### src/include/hazard_consts.svh
// hazard unit constants
// instruction field widths, opcode encodings and writeback-select codes
`ifndef HAZARD_CONSTS_SVH
`define HAZARD_CONSTS_SVH

// instruction word and field widths
`define HAZ_INSTR_W   16
`define HAZ_REG_W     3
`define HAZ_OPC_W     5

// opcodes the hazard unit decodes by name
`define HAZ_OPC_HALT  5'b00000
`define HAZ_OPC_NOP   5'b00001
`define HAZ_OPC_SIIC  5'b00010
`define HAZ_OPC_RTI   5'b00011
`define HAZ_OPC_ST    5'b10000
`define HAZ_OPC_STU   5'b10011
`define HAZ_OPC_LBI   5'b11000
`define HAZ_OPC_BITOP 5'b11010
`define HAZ_OPC_ARITH 5'b11011

// bubble issued in place of a stalled instruction
`define HAZ_NOP_WORD  16'h0800

// writeback source select, as carried by each downstream stage
`define HAZ_WB_PC     2'b00
`define HAZ_WB_MEM    2'b01
`define HAZ_WB_ALU    2'b10
`define HAZ_WB_IMM    2'b11

`endif

### src/verilog/hazard_pkg.sv
// hazard unit types
// instruction views, downstream stage status and forward-control words
package hazard_pkg;

`include "hazard_consts.svh"

    // bits left below the two register fields
    localparam int LowW = `HAZ_INSTR_W - `HAZ_OPC_W - 2 * `HAZ_REG_W;

    // store format: second register field is the data source rd
    typedef struct packed {
        logic [`HAZ_OPC_W-1:0] opc;
        logic [`HAZ_REG_W-1:0] rs;
        logic [`HAZ_REG_W-1:0] rd;
        logic [LowW-1:0]       low;
    } storeView_t;

    // alu format: same bits, second field is source operand rt
    typedef struct packed {
        logic [`HAZ_OPC_W-1:0] opc;
        logic [`HAZ_REG_W-1:0] rs;
        logic [`HAZ_REG_W-1:0] rt;
        logic [LowW-1:0]       low;
    } aluView_t;

    // one fetched word, read through whichever view the opcode implies
    typedef union packed {
        storeView_t storeView;
        aluView_t   aluView;
    } instrWord_u;

    // status of one stage downstream of fetch
    typedef struct packed {
        logic                  regWrt;
        logic [`HAZ_REG_W-1:0] wrtReg;
        logic [1:0]            wbDataSel;
        logic                  branchInst;
    } stageStatus_t;

    // which operands the fetched instruction reads
    typedef struct packed {
        logic readsA;
        logic readsB;
        logic isStore;
        logic passThrough;
    } operandUse_t;

    // forward control for one execute operand, msb first as on the bus
    typedef struct packed {
        logic       stuSel;
        logic       fwdEn;
        logic       fromMem;
        logic [1:0] src;
    } fwdCtrl_t;

endpackage

### src/verilog/forwardSelect.sv
// forward select
// builds the execute-stage forward control word for operands a and b
`timescale 1ns/100ps

`include "hazard_consts.svh"

module forwardSelect import hazard_pkg::*; (
    input  instrWord_u   fetchInstr,
    input  operandUse_t  useInfo,
    input  stageStatus_t stageD,
    input  stageStatus_t stageX,
    output fwdCtrl_t     fwdA,
    output fwdCtrl_t     fwdB
);

    logic [`HAZ_REG_W-1:0] regA;
    logic [`HAZ_REG_W-1:0] regB;

    // forward word for one operand, zero when the operand is unused
    function automatic fwdCtrl_t buildFwd(
        input logic                  reads,
        input logic [`HAZ_REG_W-1:0] r,
        input stageStatus_t          d,
        input stageStatus_t          x
    );
        fwdCtrl_t f;
        logic     dHit;
        logic     xHit;
        logic     dLoad;
        f     = '0;
        dHit  = d.regWrt && (d.wrtReg == r);
        xHit  = x.regWrt && (x.wrtReg == r);
        dLoad = d.wbDataSel == `HAZ_WB_MEM;
        if (reads) begin
            // nearest writer wins and a load in decode is never forwardable
            f.fwdEn   = (dHit && !dLoad) || (xHit && !(dHit && dLoad));
            // decode's result goes ex to ex, otherwise it comes from mem
            f.fromMem = !dHit;
            f.src     = f.fromMem ? x.wbDataSel : d.wbDataSel;
        end
        return f;
    endfunction

    assign regA = fetchInstr.aluView.rs;
    // rd of a store and rt of an alu op sit in the same bits
    assign regB = fetchInstr.aluView.rt;

    always_comb begin
        fwdA = buildFwd(useInfo.readsA, regA, stageD, stageX);
        fwdB = buildFwd(useInfo.readsB, regB, stageD, stageX);
        // store data rides on operand b
        fwdB.stuSel = useInfo.isStore;
    end

endmodule

### src/verilog/hazardUnit.sv
// hazard unit top
// operand decode, stall and forward evaluation, then the issue register
`timescale 1ns/100ps

module hazardUnit import hazard_pkg::*; (
    input  logic         clk,
    input  logic         rstN,
    input  instrWord_u   fetchInstr,
    input  stageStatus_t stageD,
    input  stageStatus_t stageX,
    input  stageStatus_t stageM,
    input  stageStatus_t stageW,
    output instrWord_u   issuedInstr,
    output logic         pcNop,
    output fwdCtrl_t     fwCntrlA,
    output fwdCtrl_t     fwCntrlB
);

    operandUse_t useInfo;
    logic        stall;
    fwdCtrl_t    fwdA;
    fwdCtrl_t    fwdB;

    // which operands the fetched word reads
    operandDecode u_operandDecode (
        .fetchInstr (fetchInstr),
        .useInfo    (useInfo)
    );

    // raw hazards past forwarding reach, plus branches in flight
    stallDetect u_stallDetect (
        .fetchInstr (fetchInstr),
        .useInfo    (useInfo),
        .stageD     (stageD),
        .stageX     (stageX),
        .stageM     (stageM),
        .stageW     (stageW),
        .stall      (stall)
    );

    // only decode and execute feed forward paths
    forwardSelect u_forwardSelect (
        .fetchInstr (fetchInstr),
        .useInfo    (useInfo),
        .stageD     (stageD),
        .stageX     (stageX),
        .fwdA       (fwdA),
        .fwdB       (fwdB)
    );

    issueStage u_issueStage (
        .clk         (clk),
        .rstN        (rstN),
        .fetchInstr  (fetchInstr),
        .stall       (stall),
        .fwdA        (fwdA),
        .fwdB        (fwdB),
        .issuedInstr (issuedInstr),
        .pcNop       (pcNop),
        .fwCntrlA    (fwCntrlA),
        .fwCntrlB    (fwCntrlB)
    );

endmodule

### src/verilog/issueStage.sv
// issue stage
// fetch/decode pipeline register, drops in a nop bubble on a stall
`timescale 1ns/100ps

`include "hazard_consts.svh"

module issueStage import hazard_pkg::*; (
    input  logic       clk,
    input  logic       rstN,
    input  instrWord_u fetchInstr,
    input  logic       stall,
    input  fwdCtrl_t   fwdA,
    input  fwdCtrl_t   fwdB,
    output instrWord_u issuedInstr,
    output logic       pcNop,
    output fwdCtrl_t   fwCntrlA,
    output fwdCtrl_t   fwCntrlB
);

    always_ff @(posedge clk or negedge rstN) begin
        if (!rstN) begin
            // come out of reset issuing bubbles with no forwarding
            issuedInstr <= `HAZ_NOP_WORD;
            pcNop       <= 1'b0;
            fwCntrlA    <= '0;
            fwCntrlB    <= '0;
        end else begin
            if (stall) begin
                issuedInstr <= `HAZ_NOP_WORD;
            end else begin
                issuedInstr <= fetchInstr;
            end
            // pcNop holds the pc so the stalled word is fetched again
            pcNop    <= stall;
            fwCntrlA <= fwdA;
            fwCntrlB <= fwdB;
        end
    end

endmodule

### src/verilog/operandDecode.sv
// operand decode
// sorts the fetched opcode by the register operands it reads
`timescale 1ns/100ps

`include "hazard_consts.svh"

module operandDecode import hazard_pkg::*; (
    input  instrWord_u  fetchInstr,
    output operandUse_t useInfo
);

    // opcode sits in the same place in both views
    logic [`HAZ_OPC_W-1:0] opc;

    assign opc = fetchInstr.aluView.opc;

    always_comb begin
        // default covers branches, jr/jalr and the immediate forms
        useInfo = '0;
        useInfo.readsA = 1'b1;

        casez (opc)
            // stores read base rs and data rd
            `HAZ_OPC_ST,
            `HAZ_OPC_STU: begin
                useInfo.readsB  = 1'b1;
                useInfo.isStore = 1'b1;
            end

            // two-source alu ops
            `HAZ_OPC_ARITH,
            `HAZ_OPC_BITOP,
            5'b111??: begin
                useInfo.readsB = 1'b1;
            end

            // no register source at all
            `HAZ_OPC_LBI,
            `HAZ_OPC_HALT,
            `HAZ_OPC_NOP: begin
                useInfo.readsA = 1'b0;
            end

            // j and jal, pure control
            5'b001?0: begin
                useInfo.readsA = 1'b0;
            end

            // siic and rti go through untouched, never stalled
            `HAZ_OPC_SIIC,
            `HAZ_OPC_RTI: begin
                useInfo.readsA      = 1'b0;
                useInfo.passThrough = 1'b1;
            end

            // branches 011xx and jr/jalr 001x1 land here, rs only
            default: begin
                useInfo.readsA = 1'b1;
            end
        endcase
    end

endmodule

### src/verilog/stallDetect.sv
// stall detect
// flags reads that forwarding cannot serve and branches still in flight
`timescale 1ns/100ps

`include "hazard_consts.svh"

module stallDetect import hazard_pkg::*; (
    input  instrWord_u   fetchInstr,
    input  operandUse_t  useInfo,
    input  stageStatus_t stageD,
    input  stageStatus_t stageX,
    input  stageStatus_t stageM,
    input  stageStatus_t stageW,
    output logic         stall
);

    logic [`HAZ_REG_W-1:0] regA;
    logic [`HAZ_REG_W-1:0] regB;
    logic                  blockedA;
    logic                  blockedB;
    logic                  branchBusy;

    // true when register r cannot be supplied by any forward path
    function automatic logic operandBlocked(
        input logic [`HAZ_REG_W-1:0] r,
        input stageStatus_t          d,
        input stageStatus_t          x,
        input stageStatus_t          m
    );
        logic dHit;
        logic xHit;
        logic mHit;
        dHit = d.regWrt && (d.wrtReg == r);
        xHit = x.regWrt && (x.wrtReg == r);
        mHit = m.regWrt && (m.wrtReg == r);
        // mem result is too late for ex unless ex overwrites it anyway
        // load in decode has no data until after mem
        return (mHit && !xHit) || (dHit && (d.wbDataSel == `HAZ_WB_MEM));
    endfunction

    assign regA = fetchInstr.aluView.rs;
    // rd of a store and rt of an alu op sit in the same bits
    assign regB = fetchInstr.aluView.rt;

    assign blockedA = useInfo.readsA && operandBlocked(regA, stageD, stageX, stageM);
    assign blockedB = useInfo.readsB && operandBlocked(regB, stageD, stageX, stageM);

    // hold issue while any branch or jump has not resolved
    assign branchBusy = stageD.branchInst | stageX.branchInst |
                        stageM.branchInst | stageW.branchInst;

    assign stall = !useInfo.passThrough && (blockedA || blockedB || branchBusy);

endmodule
### config.mk
export PLATFORM = sky130hd
export DESIGN_NAME = hazardUnit
export DESIGN_NICKNAME = d
export VERILOG_FILES = /design/src/verilog/hazard_pkg.sv /design/src/verilog/forwardSelect.sv /design/src/verilog/hazardUnit.sv /design/src/verilog/issueStage.sv /design/src/verilog/operandDecode.sv /design/src/verilog/stallDetect.sv
export VERILOG_INCLUDE_DIRS = /design/src /design/src/include
export SDC_FILE = /design/constraint.sdc
export NUM_CORES = 1
export LEC_CHECK = 0
export BUFFER_PORTS_ARGS = -buffer_cell sky130_fd_sc_hd__buf_4
export CAP_MARGIN = 20
export CELL_PAD_IN_SITES_DETAIL_PLACEMENT = 1
export CELL_PAD_IN_SITES_GLOBAL_PLACEMENT = 1
export CORE_ASPECT_RATIO = 1.75
export CORE_MARGIN = 2
export CORE_UTILIZATION = 33
export CTS_CLUSTER_DIAMETER = 30
export DETAILED_ROUTE_END_ITERATION = 10
export PLACE_DENSITY = 0.89
export SKIP_CTS_REPAIR_TIMING = 1
export SYNTH_ARGS = -nofsm -noshare
export SYNTH_HDL_FRONTEND = slang
export SYNTH_HIERARCHICAL = 1
export SYNTH_SLANG_ARGS = --single-unit
export TNS_END_PERCENT = 30
### constraint.sdc
create_clock -name clk -period 0.92 [get_ports clk]
set_clock_uncertainty 0.2 [all_clocks]
set_input_delay 0.184 -clock clk [delete_from_list [all_inputs] [get_ports clk]]
set_output_delay 0.184 -clock clk [all_outputs]
set_load 0.01 [all_outputs]
==> reports/metrics.csv, run 1 <==
stage;metric;value;unit
placement;DP HPWL;3730;um
detailed_routing;Residual DRC;0;
cts;TritonCTS clock tree;done;
placement;placed insts;273;
yosys;synth unique cells;31;
pwr;Comb pwr share;29.7;%
sta;Max Slew Vio Count;0;
cells_and_area;register area;677;um2
pwr;Clock power frac;24.4;%
critical_path;critical path class;in -> reg;
yosys;top post-synthesis cells by count;26 x dfrtp_1, 19 x xor2_1, 15 x nand2_1;
yosys;post-synth top area share;46.1;%
die;die area;4840;um2
pwr;NetSw;0.764;mW
cells_and_area;Synth-to-Final Area Change;73.8;%
sta;fin worst setup slack;-0.963;ns
sta;min Tclk post-route;1.88;ns
die;die height;90.6;um
detailed_routing;vias per inst;4.92;
cts;CTS Sinks;27;
sta;FMAX;531;MHz
hold_path;Hold Crit Class;in -> reg;
detailed_routing;Pre-antenna DRT Iters;4;
grt;vias in the first global route;1481;
cts;CTS max path bufs;2;
pwr;maximum VDD drop;0.804;mV
yosys;Post-synth EDFFs;0;
die;core area;4110;um2
cts;Root Buffer;clkbuf_8;
pwr;Flop pwr share;45.8;%
cells_and_area;Non-Filler Instances;279;
critical_path;Critical Path Start Type;primary input;
yosys;Ys Warns;6;
detailed_routing;DR iter-0 viols;28;
pwr;internal power;2.00;mW
sta;Final Setup Violations;52;
pwr;Pleak;1.20;nW
run_status;status;finished with violations;
critical_path;CP endpoint kind;flip-flop;
critical_path;CP required;0.89;ns
yosys;Synth async-reset ratio;100;%
die;# rows;31;
yosys;Cells after Synth;130;
grt;largest net degree at the start of global routing;28;
detailed_routing;WL final;5050;um
yosys;sequential share of the synthesized area;47.9;%
yosys;Post-Syn Nets;176;
yosys;Mapped Area;1410;um2
sta;Hold Fails Final Rpt;9;
detailed_routing;final antenna-violating net count;0;
job;max-cap violation count;0;
pwr;Power, Total;2.76;mW
yosys;largest cells by area after synthesis;dfrtp_1 46%, xor2_1 12%, xnor2_1 7.4%;
cells_and_area;fin nets;277;
placement;Final Wtd Congestion;0.888;
yosys;Avg Cell Area, Syn;10.9;um2
grt;grt ovf;0;
critical_path;CP arrival;1.85;ns
grt;initial antenna violation count;0;
cts;H-tree levels;1;
pwr;pwr dens;1130;nW/um2
cells_and_area;n_diodes;0;
cts;clock slew at reported path FFs;0.10;ns
yosys;flops & latches, synth;27;
detailed_routing;routed vias;1373;
cells_and_area;FILL cells;454;
pwr;sw frac;27.6;%
yosys;area leader, netlist;dfrtp_1;
die;io pins;73;
run_status;violated checks;hold timing, setup timing;
die;Starting Density;34.4;%
cts;Inserted Clock Buffers;3;
grt;GRT Util Overall;19.3;%
critical_path;Crit Path Max Fanout;5;
sta;crit share post-route;205;%
cells_and_area;share of cells above drive strength 1;51.3;%
yosys;most common cell in the synthesized netlist;dfrtp_1;
sta;unrepaired setup endpoints after global routing;true;
yosys;Top FF cell, synth;dfrtp_1;
die;Die W;53.5;um
detailed_routing;DR WL/cell;18.1;um
sta;Setup TNS;-24.93;ns
placement;Port Buffers;64;
grt;first-pass GRT wire length;6970;um
sta;hold slack;-0.0837;ns
cells_and_area;multi-input logic area;793;um2
state kept, by name (all words and copies together), names as in the netlist:
name                      cells
u_issueStage/fwCntrlA         5
u_issueStage/fwCntrlB         5
u_issueStage/issuedInstr     16
u_issueStage/pcNop            1
logic make-up after synthesis:
group,after synthesis,synth area share (%)
flops,27,47.9
buf+inv,3,1.86
simple gates,54,22.5
other cells,1,0.265
xor+xnor,31,19.2
mux,6,4.25
compound gates,8,3.99
per-layer routing:
metal  global-route usage, %  wire [um]  vias up
met1                    18.7       1690      671
met4                    8.55         98        0
met5                       0          0        -
met3                    2.65        234       10
met2                    37.1       3030       54
li1                        -          -      638
metrics by stage:
step                      setup WS, ns  utilization (%)  instance area, um2
after global placement           -1.11             53.5                2200
after CTS                       -0.919             54.7                2250
after floorplan                 -0.952                -                1440
final                           -0.963             59.7                2450
after detailed placement         -1.18             53.5                2200
after global routing            -0.993             59.7                2450
layout by cell type, fill, tap and decap left out, types with 2 or more instances in the layout:
master,Yosys,final
buf_4,2,63
buf_6,1,33
dfrtp_1,26,26
xor2_1,19,19
nand2_1,15,15
nor2b_1,11,11
xnor2_1,12,10
mux2i_1,6,6
nand4_1,4,4
and2b_1,4,4
clkbuf_8,0,3
xnor2_2,0,2
and2_1,2,2
nor2_2,0,2
nor4_2,0,2
worst paths after layout:
check / start / to / slack [ns] / cells past startpoint
min in group asynchronous: rstN / u_issueStage/issuedInstr[2] / 0.16 / 2
max in group asynchronous: rstN / u_issueStage/issuedInstr[11] / 0.07 / 2
min: fetchInstr[1] / u_issueStage/issuedInstr[1] / -0.08 / 2
max: fetchInstr[13] / u_issueStage/issuedInstr[0] / -0.96 / 10
worst max-delay path, stage by stage:
cell      delay, ns
buf_8          0.08
and4bb_2       0.24
nor2_2         0.13
o32a_4         0.18
nand4b_1       0.14
o41ai_2        0.24
a31oi_1        0.10
a21oi_2        0.22
buf_6          0.15
and2b_1        0.19
power groups by stage:
stage               sequential, mW  clock, mW  combinational [mW]
global placement              1.28          0               0.696
global route                  1.27      0.761               0.887
finish                        1.27      0.675               0.822
floorplan                     1.31          0               0.224
CTS                           1.26      0.678               0.731
detailed placement            1.28          0               0.728
cell type report:
type | instances | share of cell area, %
Multi-Input combinational cell | 100 | 32.3
Timing Repair Buffer | 99 | 35.6
Tap cell | 49 | 2.50
Clock buffer | 3 | 1.68
Sequential cell | 27 | 27.6
Clock inverter | 1 | 0.306
No activity file was read; power rests on OpenSTA's default activity.
==> inputs of run 2 (changes only) <==
Settings changed: CTS_BUF_LIST set to sky130_fd_sc_hd__clkbuf_16.
==> run 2 against run 1 <==
The flow still finishes with violations (hold timing, setup timing). Total power is 14% higher. Utilization rose by 0.91 points. Cell area is 1.5% higher. Count of clock-buffer cells in the layout did not move. Sequential power about the same. Sequential share of layout area decreased by 0.42 points. Global-route usage increased by 2.1 points. Fmax shrank 0.50%. Critical endpoint unchanged. Largest power group unchanged.
==> reports/metrics.csv, run 2 (same netlist as run 1, synthesis figures left out) <==
stage;metric;value;unit;change
run_status;status;finished with violations;;
run_status;violated checks;hold timing, setup timing;;
cts;CTS Sinks;27;;unchanged
cells_and_area;fin util;60.6;%;+0.91 points
cells_and_area;share of cells above drive strength 1;51.3;%;unchanged
grt;initial antenna violation count;0;;unchanged
sta;Setup TNS;-25.57;ns;-0.646 ns
detailed_routing;final antenna-violating net count;0;;unchanged
cts;TritonCTS clock tree;done;;
placement;DP HPWL;3730;um;unchanged
grt;GRT Util Overall;21.5;%;+2.1 points
critical_path;Crit Path Max Fanout;8;;+3
grt;first-pass GRT wire length;7440;um;+6.7%
detailed_routing;WL final;5730;um;+13%
detailed_routing;Residual DRC;0;;unchanged
cells_and_area;max reg flops;16;;unchanged
detailed_routing;vias per inst;5.12;;+4.0%
critical_path;CP required;0.89;ns;about the same
cts;Root Buffer;clkbuf_16;;
sta;unrepaired setup endpoints after global routing;true;;
cts;CTS max path bufs;2;;unchanged
detailed_routing;DR iter-0 viols;28;;unchanged
placement;Final Wtd Congestion;0.888;;unchanged
sta;Hold Fails Final Rpt;6;;-3
job;max-cap violation count;0;;unchanged
critical_path;Critical Path Start Type;primary input;;
sta;hold slack;-0.0714;ns;+0.0123 ns
cells_and_area;fin nets;277;;unchanged
grt;vias in the first global route;1521;;+2.7%
detailed_routing;DR WL/cell;20.5;um;+13%
cells_and_area;Synth-to-Final Area Change;76.4;%;
placement;Post-Place Setup Slack;-1.18;ns;unchanged
cts;Inserted Clock Buffers;3;;unchanged
die;core area;4110;um2;unchanged
cts;clock slew at reported path FFs;0.07;ns;-0.03 ns
cells_and_area;most common cell after layout, fill and taps aside;buf_4;;
die;Die W;53.5;um;unchanged
placement;Placed Instance Area;2200;um2;unchanged
sta;crit share post-route;206;%;+1.0 points
detailed_routing;routed vias;1428;;+4.0%
die;die area;4840;um2;unchanged
cells_and_area;Top reg by flops;u_issueStage/issuedInstr;;
die;die height;90.6;um;unchanged
cells_and_area;highest-count cells in the layout ignoring fill and taps;64 x buf_4, 32 x buf_6, 26 x dfrtp_1;;
sta;fin worst setup slack;-0.973;ns;-0.00945 ns
sta;Final Setup Violations;52;;unchanged
die;Starting Density;34.4;%;unchanged
pwr;Pleak;1.21;nW;+1.4%
cells_and_area;FILL cells;457;;+0.66%
pwr;maximum VDD drop;1.18;mV;+46%
critical_path;critical path class;in -> reg;;
grt;grt ovf;0;;unchanged
pwr;pwr dens;1260;nW/um2;+12%
hold_path;Hold Crit Class;in -> reg;;
critical_path;CP arrival;1.86;ns;about the same
placement;Port Buffers;64;;unchanged
die;# rows;31;;unchanged
critical_path;CP endpoint kind;flip-flop;;
cells_and_area;biggest regs;u_issueStage/issuedInstr x16, u_issueStage/fwCntrlA x5, u_issueStage/fwCntrlB x5;;
die;io pins;73;;unchanged
grt;largest net degree at the start of global routing;28;;unchanged
sta;FMAX;528;MHz;-0.50%
sta;Max Slew Vio Count;0;;unchanged
cts;H-tree levels;1;;unchanged
cells_and_area;fin area;2490;um2;+1.5%
cells_and_area;n_diodes;0;;unchanged
detailed_routing;Pre-antenna DRT Iters;4;;unchanged
sta;min Tclk post-route;1.89;ns;+0.00945 ns
-- run 2: worst paths after layout --
check                      cells past startpoint                           end            from
worst max-delay path                          10   u_issueStage/issuedInstr[0]  fetchInstr[14]
min in group asynchronous                      2   u_issueStage/issuedInstr[2]            rstN
worst min-delay path                           2   u_issueStage/issuedInstr[1]   fetchInstr[1]
max in group asynchronous                      2  u_issueStage/issuedInstr[11]            rstN
-- run 2: critical path, cell delays in order --
cell and delay, ns:
buf_6 0.10, and4bb_2 0.22, nor2_2 0.14, o32a_4 0.18, nand4b_1 0.13, o41ai_2 0.25, a31oi_1 0.11, a21oi_2 0.20
buf_6 0.15, and2b_1 0.19
-- run 2: cell type report --
class / count / area (um2) / area share, %
Clock buffer: 3 / 75.1 / 3.01
Clock inverter: 1 / 7.51 / 0.301
Multi-Input combinational cell: 100 / 791 / 31.7
Sequential cell: 27 / 677 / 27.2
Tap cell: 49 / 61.3 / 2.46
Timing Repair Buffer: 99 / 881 / 35.3
-- run 2: stage by stage --
stage / instances / power, mW
final: 279 / 3.15
after detailed placement: 273 / 2.01
after CTS: 277 / 3.02
after floorplan: 130 / 1.53
after global routing: 279 / 3.28
after global placement: 273 / 1.97
-- run 2: per-layer routing --
metal	global-route usage (%)	part of all wire, %	vias up
met4	10.9	3.5	0
li1	-	-	639
met5	0	0	-
met3	5.30	5.3	15
met2	40.4	58	64
met1	19.3	33	710
-- run 2: report_power, final --
group          total, mW  internal [mW]  switching, mW
registers           1.27           1.24         0.0298
logic              0.851          0.456          0.395
clock network       1.03          0.593          0.436
total               3.15           2.29          0.861
==> inputs of run 3 (changes only) <==
Settings changed: CORE_UTILIZATION 33 to 30, PLACE_DENSITY 0.89 to 0.86.
Clock period 0.92 ns to 1.7 ns, I/O delays scaled along.
==> run 3 against run 2 <==
The flow finishes with violations (setup timing). Final cell count increased by 2.2%. Count of clock-buffer cells in the layout unchanged. Utilization decreased by 8.6 points. Via count decreased by 3.8%. Total power decreased by 48%. Routed wire length decreased by 22%. Critical path type unchanged. Critical endpoint is now u_issueStage/issuedInstr[2]. Largest power group unchanged. Highest routed layer unchanged.
==> reports/metrics.csv, run 3 (same netlist as run 1, synthesis figures left out) <==
stage;metric;value;unit;change
grt;vias in the first global route;1519;;-0.13%
detailed_routing;vias per inst;4.82;;-5.8%
cells_and_area;max reg flops;16;;unchanged
detailed_routing;DR iter-0 viols;14;;-50%
pwr;Pleak;1.19;nW;-1.9%
critical_path;critical path class;in -> reg;;
placement;DP HPWL;3490;um;-6.6%
detailed_routing;routed vias;1374;;-3.8%
cells_and_area;register area;677;um2;unchanged
placement;Port Buffers;64;;unchanged
sta;Max Slew Vio Count;0;;unchanged
grt;largest net degree at the start of global routing;28;;unchanged
placement;Final Wtd Congestion;0.756;;-15%
cells_and_area;multi-input logic area;782;um2;-1.1%
critical_path;CP Cell Sequence;buf_8, buf_12, nor4_4, a21oi_2, a21boi_2, nand2_1, nor4_2, a22oi_1, a21oi_2, buf_6, and2b_1;;
pwr;pwr dens;679;nW/um2;-46%
detailed_routing;DR WL/cell;15.7;um;-24%
cts;CTS Sinks;27;;unchanged
detailed_routing;Pre-antenna DRT Iters;4;;unchanged
die;core area;4620;um2;+12%
pwr;maximum VDD drop;0.513;mV;-56%
cells_and_area;fin nets;280;;+1.1%
cells_and_area;n_diodes;0;;unchanged
die;die height;94.8;um;+4.7%
critical_path;CP required;1.65;ns;+0.76 ns
cells_and_area;most common cell after layout, fill and taps aside;buf_4;;
cts;CTS max path bufs;2;;unchanged
die;Starting Density;30.5;%;-3.8 points
detailed_routing;final antenna-violating net count;0;;unchanged
critical_path;CP arrival;2.02;ns;+0.16 ns
hold_path;Hold Crit Class;in -> reg;;
critical_path;Crit Path Max Fanout;5;;-3
sta;hold slack;0.0605;ns;+0.132 ns
sta;fin worst setup slack;-0.372;ns;+0.600 ns
sta;unrepaired setup endpoints after global routing;true;;
run_status;status;finished with violations;;
cells_and_area;share of cells above drive strength 1;51.9;%;+0.63 points
detailed_routing;Residual DRC;0;;unchanged
critical_path;Critical Path Start Type;primary input;;
critical_path;Worst path most repeated cell;a21oi_2;;
cts;TritonCTS clock tree;done;;
sta;FMAX;483;MHz;
die;Die W;55.9;um;+4.5%
cells_and_area;fin area;2400;um2;-3.5%
cts;Root Buffer;clkbuf_16;;
placement;placed insts;277;;+1.5%
cells_and_area;Top reg by flops;u_issueStage/issuedInstr;;
cells_and_area;highest-count cells in the layout ignoring fill and taps;94 x buf_4, 26 x dfrtp_1, 19 x xor2_1;;
cts;H-tree levels;1;;unchanged
cells_and_area;Non-Filler Instances;285;;+2.2%
cells_and_area;Synth-to-Final Area Change;70.2;%;
cts;Inserted Clock Buffers;3;;unchanged
die;die area;5300;um2;+9.4%
grt;initial antenna violation count;0;;unchanged
critical_path;CP endpoint kind;flip-flop;;
sta;crit share post-route;122;%;
sta;Final Setup Violations;18;;-65%
pwr;Power, Total;1.63;mW;-48%
sta;Hold Fails Final Rpt;0;;-6
grt;first-pass GRT wire length;6980;um;-6.2%
cells_and_area;biggest regs;u_issueStage/issuedInstr x16, u_issueStage/fwCntrlA x5, u_issueStage/fwCntrlB x5;;
grt;GRT Util Overall;17.1;%;-4.3 points
die;io pins;73;;unchanged
sta;min Tclk post-route;2.07;ns;
cells_and_area;FILL cells;524;;+15%
job;max-cap violation count;0;;unchanged
grt;grt ovf;0;;unchanged
critical_path;max incr delay on CP;0.25;ns;about the same
placement;Placed Instance Area;2220;um2;+1.1%
run_status;violated checks;setup timing;;
detailed_routing;WL final;4460;um;-22%
critical_path;CP max-delay cell;nor4_4;;
cts;clock slew at reported path FFs;0.06;ns;about the same
die;# rows;33;;+6.5%
-- run 3: cell types whose count changed in the layout (fill, tap and decap cells not counted), sizes merged --
cell | previous run | this run
clkinv | 0 | 1
clkinvlp | 1 | 0
buf | 98 | 101
-- run 3: critical path: cells and delay by family --
family	cells	cell delay, ns
AOI/OAI and AO/OA	4	0.61
buffers and inverters	3	0.36
and+or+nand+nor	4	0.71
-- run 3: area by class of cell --
class,instances,share of cell area [%]
clock buffer,3,3.12
clock inverter,1,0.208
multi-input combinational,100,32.5
sequential,27,28.1
tap,52,2.71
timing repair buffer,102,33.3
-- run 3: report_power, final --
part           total (mW)  leakage (nW)  internal [mW]  switching [mW]
Clock               0.529        0.0409          0.317           0.211
Sequential          0.680         0.354          0.672         0.00892
Combinational       0.423         0.796          0.232           0.192
Total                1.63          1.19           1.22           0.412
-- run 3: layer usage --
metal | vias up | global-route usage (%) | wire [um]
li1 | 643 | - | -
met2 | 55 | 36.3 | 2700
met5 | - | 0 | 0
met1 | 667 | 14.8 | 1440
met3 | 9 | 1.92 | 200
met4 | 0 | 9.72 | 123
-- run 3: worst paths after layout --
| check | start | to | slack (ns) | cells past startpoint |
|---|---|---|---|---|
| hold / removal | fetchInstr[13] | u_issueStage/fwCntrlB[4] | 0.06 | 2 |
| min in group asynchronous | rstN | u_issueStage/issuedInstr[14] | 0.33 | 2 |
| setup / recovery | fetchInstr[13] | u_issueStage/issuedInstr[2] | -0.37 | 11 |
| max in group asynchronous | rstN | u_issueStage/issuedInstr[11] | 0.68 | 2 |
-- run 3: metrics by stage --
step | util, % | worst slack (ns) | setup TNS, ns
final | 52.0 | -0.372 | -5.41
after global routing | 52.0 | -0.482 | -7.21
after CTS | 49.8 | -0.408 | -5.52
after detailed placement | 48.1 | -0.624 | -9.65
after global placement | 48.1 | -0.549 | -8.54
after floorplan | - | -0.328 | -5.12
